## src/verilog/cdr_settings.svh

```systemverilog
`ifndef CDR_SETTINGS_SVH
`define CDR_SETTINGS_SVH

////////////////////////////////////////////////////////////////////////////
// Word and history widths

// One word of line samples per clk_312p5mhz cycle, MSB is the oldest sample
`define CDR_SAMPLE_W 16

// Edge history spans the current word and the one before it
`define CDR_EDGE_W 32

// A sample position indexes one word
`define CDR_POS_W 4

////////////////////////////////////////////////////////////////////////////
// Recovered data

// At about four samples per bit a word holds at most five bit centres
`define CDR_DATA_W 5

// Holds a bit count of 0 to 5
`define CDR_COUNT_W 3

// One slice stage per possible bit in a word
`define CDR_NUM_SLICES 5

`endif

```

## src/verilog/cdr_pkg.sv

```systemverilog
`default_nettype none

`include "cdr_settings.svh"

package cdr_pkg;

	////////////////////////////////////////////////////////////////////////////
	// Stage to stage record

	// Everything one bit slice needs to take the next bit from a word.
	// The word and its edges travel with it so that each stage sees the
	// same sample word as the stage before it did
	typedef struct packed {
		// The sample word, position 15 is the first sample in time
		logic [`CDR_SAMPLE_W-1:0] samples;
		// Flag at position i marks a change between samples i+1 and i
		logic [`CDR_SAMPLE_W-1:0] edges;
		// Position of the next sample to take
		logic [`CDR_POS_W-1:0]    start;
		// Bits taken so far, newest bit in the LSB
		logic [`CDR_DATA_W-1:0]   data;
		// How many of the data bits are valid
		logic [`CDR_COUNT_W-1:0]  count;
		// Set once start has run off the end of the word
		logic                     done;
	} cdr_slice_t;

	////////////////////////////////////////////////////////////////////////////
	// Output record

	// Recovered bits of one word, the oldest valid bit is data[count-1]
	typedef struct packed {
		logic [`CDR_DATA_W-1:0]  data;
		logic [`CDR_COUNT_W-1:0] count;
	} cdr_rx_t;

endpackage

`default_nettype wire

```

## src/verilog/cdr_bit_slice.sv

```systemverilog
`default_nettype none
`timescale 1ns/1ns

`include "cdr_settings.svh"

// One data bit per stage. Takes the sample at the current position and
// moves the position on by about one bit period, tracking the edges
module cdr_bit_slice (
	input  wire                  clk_312p5mhz,
	input  wire                  rst,
	input  wire cdr_pkg::cdr_slice_t slice_in,
	output cdr_pkg::cdr_slice_t  slice_out
);

	// Positions one to four samples later in time, which count downwards
	logic [`CDR_POS_W-1:0] pos_m1;
	logic [`CDR_POS_W-1:0] pos_m2;
	logic [`CDR_POS_W-1:0] pos_m3;
	logic [`CDR_POS_W-1:0] pos_m4;

	// Edges at those positions, only where the position is inside the word
	logic hit_next;
	logic hit_2;
	logic hit_3;
	logic hit_4;

	cdr_pkg::cdr_slice_t slice_next;

	assign pos_m1 = slice_in.start - `CDR_POS_W'd1;
	assign pos_m2 = slice_in.start - `CDR_POS_W'd2;
	assign pos_m3 = slice_in.start - `CDR_POS_W'd3;
	assign pos_m4 = slice_in.start - `CDR_POS_W'd4;

	// At position 0 there is no following sample in this word. This also
	// covers the reset record, since live starts are 11 or higher
	assign hit_next = (slice_in.start == '0) || slice_in.edges[pos_m1];

	assign hit_2 = (slice_in.start >= `CDR_POS_W'd2) && slice_in.edges[pos_m2];
	assign hit_3 = (slice_in.start >= `CDR_POS_W'd3) && slice_in.edges[pos_m3];
	assign hit_4 = (slice_in.start >= `CDR_POS_W'd4) && slice_in.edges[pos_m4];

	always_comb begin
		slice_next = slice_in;

		if (slice_in.done) begin
			// Word used up, later stages only carry the record along
			slice_next = slice_in;
		end else if ((slice_in.count == '0) && hit_next) begin
			// First bit sits right before an edge, leave it to the next word
			slice_next = slice_in;
		end else begin
			slice_next.count = slice_in.count + `CDR_COUNT_W'd1;
			slice_next.data = {slice_in.data[`CDR_DATA_W-2:0], slice_in.samples[slice_in.start]};

			// The next edge is expected two to four samples on
			if (hit_2) begin
				slice_next.start = pos_m2 - `CDR_POS_W'd1;
				slice_next.done = (slice_in.start < `CDR_POS_W'd3);
			end else if (hit_3) begin
				slice_next.start = pos_m4;
				slice_next.done = (slice_in.start < `CDR_POS_W'd4);
			end else if (hit_4) begin
				slice_next.start = pos_m4 - `CDR_POS_W'd1;
				slice_next.done = (slice_in.start < `CDR_POS_W'd5);
			end else begin
				// No edge seen, so assume one nominal bit period
				slice_next.start = pos_m4;
				slice_next.done = (slice_in.start < `CDR_POS_W'd4);
			end
		end
	end

	always_ff @(posedge clk_312p5mhz) begin
		if (rst)
			slice_out <= '0;
		else
			slice_out <= slice_next;
	end

endmodule

`default_nettype wire

```

## src/verilog/cdr_edge_finder.sv

```systemverilog
`default_nettype none
`timescale 1ns/1ns

`include "cdr_settings.svh"

// First pipeline stage. Finds the transitions in each new word, picks the
// first sample position and starts the record for the bit slices
module cdr_edge_finder (
	input  wire                      clk_312p5mhz,
	input  wire                      rst,
	input  wire [`CDR_SAMPLE_W-1:0]  samples,
	output cdr_pkg::cdr_slice_t      slice
);

	// Transition flags of the incoming word
	logic [`CDR_SAMPLE_W-1:0] new_edges;

	// Previous word's edges on top, the incoming word's edges below
	logic [`CDR_EDGE_W-1:0] edge_window;

	// First sample position chosen for the incoming word
	logic [`CDR_POS_W-1:0] start_sel;

	////////////////////////////////////////////////////////////////////////////
	// Transition detection

	// Sample 15 is compared with the last sample of the word before it, so
	// an edge on the word boundary is not lost
	assign new_edges[15] = samples[15] ^ slice.samples[0];
	assign new_edges[14:0] = samples[14:0] ^ samples[15:1];

	// The registered edges already hold the previous word's flags
	assign edge_window = {slice.edges, new_edges};

	cdr_phase_select i_phase_select (
		.edge_window (edge_window),
		.start_old   (slice.start),
		.start       (start_sel)
	);

	////////////////////////////////////////////////////////////////////////////
	// Stage register

	always_ff @(posedge clk_312p5mhz) begin
		if (rst) begin
			slice <= '0;
		end else begin
			slice.samples <= samples;
			slice.edges <= new_edges;
			slice.start <= start_sel;
			// No bits are taken yet
			slice.data <= '0;
			slice.count <= '0;
			slice.done <= 1'b0;
		end
	end

endmodule

`default_nettype wire

```

## src/verilog/cdr_phase_select.sv

```systemverilog
`default_nettype none
`timescale 1ns/1ns

`include "cdr_settings.svh"

// Picks the position of the first sample to take in the current word.
// The window holds the edges of the previous word in the upper half and
// the edges of the current word in the lower half
module cdr_phase_select (
	input  wire  [`CDR_EDGE_W-1:0] edge_window,
	input  wire  [`CDR_POS_W-1:0]  start_old,
	output logic [`CDR_POS_W-1:0]  start
);

	////////////////////////////////////////////////////////////////////////////
	// Boundary cases

	// True when the previous word had no transition at all
	logic quiet_prev;

	// Runs split across the word boundary that the previous word already
	// took in full, so an early edge at 12 or 13 must not add a bit here
	logic skip_12;
	logic skip_13;

	// Cases where the run before the early edge is long enough to round up
	// to a bit of its own, which is then sampled from position 15
	logic round_12;
	logic round_13;

	assign quiet_prev = (edge_window[31:16] == 16'd0);

	// A quiet previous word that began at 12 ended on its sample 0, so this
	// is a 2+3 run and is skipped. The other terms are runs of 14+3, 6+3
	// and 10+3 samples that end just past the boundary
	assign skip_12 = (quiet_prev && (start_old == 4'd12)) ||
		((edge_window[28:15] == 14'd0) && edge_window[29]) ||
		((edge_window[20:15] == 6'd0) && edge_window[21]) ||
		((edge_window[24:15] == 10'd0) && edge_window[25]);

	// A run of 1+3 rounds up to one bit and 3+3 or 4+3 round up to two
	assign round_12 = (edge_window[17:15] == 3'd0) || edge_window[16];

	// With the edge at 13 the split runs are 16+2, 15+2, 14+2, 11+2, 10+2,
	// 7+2 and 6+2, and a quiet previous word that began at 12 or 13 means
	// a long run of about 20 samples that the previous word already took
	assign skip_13 = (quiet_prev && ((start_old == 4'd12) || (start_old == 4'd13))) ||
		((edge_window[30:15] == 16'd0) && edge_window[31]) ||
		((edge_window[29:15] == 15'd0) && edge_window[30]) ||
		((edge_window[28:15] == 14'd0) && edge_window[29]) ||
		((edge_window[25:15] == 11'd0) && edge_window[26]) ||
		((edge_window[24:15] == 10'd0) && edge_window[25]) ||
		((edge_window[21:15] == 7'd0) && edge_window[22]) ||
		((edge_window[20:15] == 6'd0) && edge_window[21]);

	// A run of 1+2 gives one bit and the remaining short runs round up
	assign round_13 = (edge_window[19:14] == 6'd0) || edge_window[16];

	////////////////////////////////////////////////////////////////////////////
	// Edge search

	always_comb begin
		logic       found;
		logic [1:0] edge_phase;

		found = 1'b0;
		edge_phase = 2'd0;
		start = 4'd15;

		// An edge in the first four samples gives the best phase estimate
		for (int i = 15; i >= 12; i--) begin
			if (edge_window[i] && !found) begin
				found = 1'b1;
				start = `CDR_POS_W'(i - 1);

				if ((i == 12) && !skip_12 && round_12)
					start = 4'd15;

				if ((i == 13) && !skip_13 && round_13)
					start = 4'd15;
			end
		end

		if (!found) begin
			// Fall back to the most recent edge of the previous word
			for (int i = 16; i < 31; i++) begin
				if (edge_window[i] && !found) begin
					found = 1'b1;
					edge_phase = 2'(i);
				end
			end

			// Then to the first edge further into this word
			for (int i = 11; i >= 0; i--) begin
				if (edge_window[i] && !found) begin
					found = 1'b1;
					edge_phase = 2'(i);
				end
			end

			// Bit period is about four samples, so only the edge phase
			// matters and the first sample sits one after it.
			// No edge at all leaves phase 0 and so a start of 15
			case (edge_phase)
				2'd0: start = 4'd15;
				2'd1: start = 4'd12;
				2'd2: start = 4'd13;
				2'd3: start = 4'd14;
				default: start = 4'd15;
			endcase
		end
	end

endmodule

`default_nettype wire

```

## src/verilog/oversampling_cdr.sv

```systemverilog
`default_nettype none
`timescale 1ns/1ns

`include "cdr_settings.svh"

// Data recovery for a serial line oversampled at about four samples per
// bit. Each clk_312p5mhz cycle takes one 16-sample word and returns 0 to 5
// recovered bits, six cycles later
module oversampling_cdr (
	input  wire                     clk_312p5mhz,
	input  wire                     rst,
	input  wire [`CDR_SAMPLE_W-1:0] rx_samples,
	output wire cdr_pkg::cdr_rx_t   rx
);

	////////////////////////////////////////////////////////////////////////////
	// Pipeline records

	// Entry 0 comes from the edge finder, entry g+1 from slice g
	cdr_pkg::cdr_slice_t stage [0:`CDR_NUM_SLICES];

	////////////////////////////////////////////////////////////////////////////
	// Edge detection and first phase

	cdr_edge_finder i_edge_finder (
		.clk_312p5mhz (clk_312p5mhz),
		.rst          (rst),
		.samples      (rx_samples),
		.slice        (stage[0])
	);

	////////////////////////////////////////////////////////////////////////////
	// Bit slices

	// Usually four stages take a bit, the fifth one only when the line
	// runs slightly fast against the local clock
	for (genvar g = 0; g < `CDR_NUM_SLICES; g++) begin : g_slice
		cdr_bit_slice i_bit_slice (
			.clk_312p5mhz (clk_312p5mhz),
			.rst          (rst),
			.slice_in     (stage[g]),
			.slice_out    (stage[g+1])
		);
	end

	// Only the recovered bits leave the block
	assign rx = '{
		data:  stage[`CDR_NUM_SLICES].data,
		count: stage[`CDR_NUM_SLICES].count
	};

endmodule

`default_nettype wire
```

## config.mk

```make
export PLATFORM = sky130hd
export DESIGN_NAME = oversampling_cdr
export DESIGN_NICKNAME = d
export VERILOG_FILES = /design/src/verilog/cdr_pkg.sv /design/src/verilog/cdr_bit_slice.sv /design/src/verilog/cdr_edge_finder.sv /design/src/verilog/cdr_phase_select.sv /design/src/verilog/oversampling_cdr.sv
export VERILOG_INCLUDE_DIRS = /design/src /design/src/verilog
export SDC_FILE = /design/constraint.sdc
export NUM_CORES = 1
export LEC_CHECK = 0
export BUFFER_PORTS_ARGS = -buffer_cell sky130_fd_sc_hd__buf_2
export CAP_MARGIN = 15
export CORE_ASPECT_RATIO = 0.9
export CORE_MARGIN = 2
export CORE_UTILIZATION = 43
export DETAILED_ROUTE_END_ITERATION = 12
export SYNTH_ARGS = -nofsm -noshare
export SYNTH_HDL_FRONTEND = slang
export SYNTH_SLANG_ARGS = --single-unit
export TNS_END_PERCENT = 20
```

## constraint.sdc

```tcl
create_clock -name clk_312p5mhz -period 5.6 [get_ports clk_312p5mhz]
set_clock_uncertainty 0.05 [all_clocks]
set_input_delay 0.56 -clock clk_312p5mhz [delete_from_list [all_inputs] [get_ports clk_312p5mhz]]
set_output_delay 0.56 -clock clk_312p5mhz [all_outputs]
set_load 0.01 [all_outputs]
```

==> metrics.txt <==
Setup Fix Bufs, Post-CTS=0; mux contribution to synthesized area=0.239; ant diodes=0; Num CTS Buffers=23; main combinational cell family by area after synthesis=multiplexers; fin nets=1100; I/O Pins=26; Remaining DRCs=0; cts repair resizes=0; Top FF cell, synth=dfxtp_1; flop2flop setup slack=1.82 ns; largest net degree at the start of global routing=91; Compound-Gate Fraction of Synth Area=0.0737; fraction of layout cells with a size suffix above 1=0.186; yosys warns=0; switching share of power=0.343; ys async rst share=0; share of the clock period used by the worst path=0.675; Fillers=2363; Tot Pwr=5.08 mW; routed vias/inst=5.37; Mapped Nets=1105; P_int=3.34 mW; GRT Resource Usage Total=0.188; Switch Pwr=1.74 mW; Antenna Violating Nets Remaining=0; min-delay worst type=input pin to flop; Distinct cells, synth=75; RSZ-0062 raised after global routing=no; Pleak=4.66 nW; Die Wd=174 um; placed cell area=0.0115 mm^2; hold path cells=2; synth cell count leaders=dfxtp_1 (211), nor2b_1 (143), mux4_2 (85); Syn-to-layout area delta=9.38%; Tmin final=3.78 ns; worst rel slew slack=0.419; H-tree depth=1; vias in the first global route=7586; CP arrival=4.12 ns; DR vias=7432; Yosys top cell area share=0.376; initial antenna violation count=0; run status=finished, final reports clean; Die ar.=0.0274 mm^2; Worst-Skew Late Latency=0.50 ns; Simple-Gate Fraction of Synth Area=0.162; Clock Sink Count=211; post-synthesis cell count=1029; peak supply drop=247 uV; Synth Area in Adders=0.0647; RR Startpoint=g_slice[2].i_bit_slice.slice_out[10]; Initial Utilization=0.434; CTS tree=done; Post-synth EDFFs=0; Fin. Hold Viols=0; Slew Limit Fails=0; WL/cell=18.0 um; Worst R2R Path Depth=9; Sequential cell area=0.00422 mm^2; Rows=56; Final Wtd Congestion=0.849; Post-Syn Area=0.0112 mm^2; Setup WS post-layout=1.82 ns; cell taking the most area after synthesis=dfxtp_1; hold worst-path end=i_edge_finder.slice[29]; Multi-input gate area=0.00651 mm^2; Crit. End Element=flop; top cells by area, synth=dfxtp_1 (38%), mux4_2 (17%), nor2b_1 (8.0%), ha_1 (6.5%), mux2i_1 (3.8%); Root Buffer=clkbuf_16; total wire length=24900 um; power share of the combinational group=0.357; crit start category=flop; Detail Placement HPWL=18400 um; FF-to-FF End=g_slice[3].i_bit_slice.slice_out[9]; sequential share of the synthesized area=0.376; MaxCap Viol Count=0; DRT Pass-1 Iters=5; part of the power in registers=0.359; Synth Area in XOR/XNOR=0.0414; CTS Buffer Depth=3; syn_area_per_cell=10.9 um^2; initial DRC count=445; PortBufs=25; #FFs+latches synth=211; Setup WS pre-CTS=1.83 ns; Core ar.=0.0259 mm^2; Die Y=157 um; Clk pwr share=0.285; Worst-path clk slew=0.06 ns; Worst EP required=5.94 ns; top-count cell post-synth=dfxtp_1; first-pass GRT wire length=41400 um; Least-Margin Pin Slew=0.871 ns; Power Dens Cells=414 mW/mm^2; Setup TNS Final=0 ns; post-route cell area=0.0123 mm^2; critical path peak fanout=18; hold-fix buffers at CTS=0; Final setup viols=0; total gr overflow=0; Fmax=264 MHz; Worst Hold Launch=rx_samples[0]; Crit Path Category=flop to flop
[worst max-delay path: stages, from the launching register on]
cell      delay, ns
dfxtp_1        0.80
inv_1          0.25
ha_1           0.29
xnor2_1        0.46
mux4_2         0.57
mux2_2         0.28
o211ai_1       0.18
buf_4          0.23
a21boi_1       0.21
mux2_2         0.34
[worst max path at each step]
stage | endpoint | from | slack (ns) | cells past startpoint
2_1_floorplan | g_slice[2].i_bit_slice.slice_out[12] | g_slice[1].i_bit_slice.slice_out[10] | 2.22 | 10
3_3_place_gp | g_slice[3].i_bit_slice.slice_out[9] | g_slice[2].i_bit_slice.slice_out[10] | 1.94 | 9
3_5_place_dp | g_slice[3].i_bit_slice.slice_out[9] | g_slice[2].i_bit_slice.slice_out[10] | 1.83 | 9
4_1_cts | g_slice[3].i_bit_slice.slice_out[9] | g_slice[2].i_bit_slice.slice_out[10] | 1.80 | 9
5_1_grt | g_slice[3].i_bit_slice.slice_out[9] | g_slice[2].i_bit_slice.slice_out[10] | 1.55 | 9
6_report | g_slice[3].i_bit_slice.slice_out[9] | g_slice[2].i_bit_slice.slice_out[10] | 1.82 | 9
[layer usage]
metal	part of all wire	GRT usage
met5	0	0
met4	0.019	0.0476
met3	0.040	0.0251
met2	0.48	0.325
met1	0.46	0.250
[stage by stage]
step                      instances   util  hold slack [ns]
after floorplan                1029      -            0.382
after global placement         1347  0.447            0.400
after detailed placement       1347  0.447            0.395
after CTS                      1385  0.475            0.238
after global routing           1385  0.475            0.273
final                          1385  0.475            0.258
[area by class of cell]
| cell class | instances | area share |
|---|---|---|
| Inverter | 47 | 0.0144 |
| Tap cell | 348 | 0.0355 |
| Multi-Input combinational cell | 707 | 0.530 |
| Clock buffer | 28 | 0.0525 |
| Timing Repair Buffer | 34 | 0.0162 |
| Sequential cell | 211 | 0.344 |
| Clock inverter | 10 | 0.00693 |
[placed cells by master, fill, tap and decap left out, types with 4 or more instances in the layout]
cell type	n
a211oi_1	6
a21boi_0	6
a21oi_1	21
a311oi_1	4
a31oi_1	13
and3_1	7
buf_2	24
buf_4	9
clkbuf_16	23
clkbuf_8	5
clkinv_2	5
clkinvlp_4	4
dfxtp_1	211
ha_1	58
inv_1	45
mux2_2	12
mux2i_1	43
mux4_1	7
mux4_2	85
nand2_1	42
nand2b_1	9
nand3_1	12
nor2_1	68
nor2b_1	143
nor3_1	19
nor4_1	5
o21ai_0	17
o22ai_1	4
xnor2_1	41
xor2_1	12
[sequential cells by signal, indices dropped and copies added (netlist names)]
| signal | flops |
|---|---|
| g_slice.i_bit_slice.slice_out | 175 |
| i_edge_finder.slice | 36 |
[cell families (layout without fill, tap and decap cells)]
| kind of cell | count (synthesis) | in the layout |
|---|---|---|
| AOI/OAI and AO/OA | 114 | 114 |
| xor gates and xnor gates | 53 | 53 |
| adders and majority gates | 58 | 58 |
| buffers and inverters | 111 | 119 |
| DFF | 211 | 211 |
| muxes | 148 | 148 |
| and+or+nand+nor | 334 | 334 |
[power groups by stage]
stage	clock, mW	sequential [mW]	combinational (mW)
2_1_floorplan	0	1.76	1.55
3_3_place_gp	0	1.86	1.79
3_5_place_dp	0	1.86	1.81
4_1_cts	1.49	1.83	1.82
5_1_grt	1.55	1.85	2.01
6_report	1.45	1.82	1.81
Note: power is estimated with default switching activity, not from simulation.
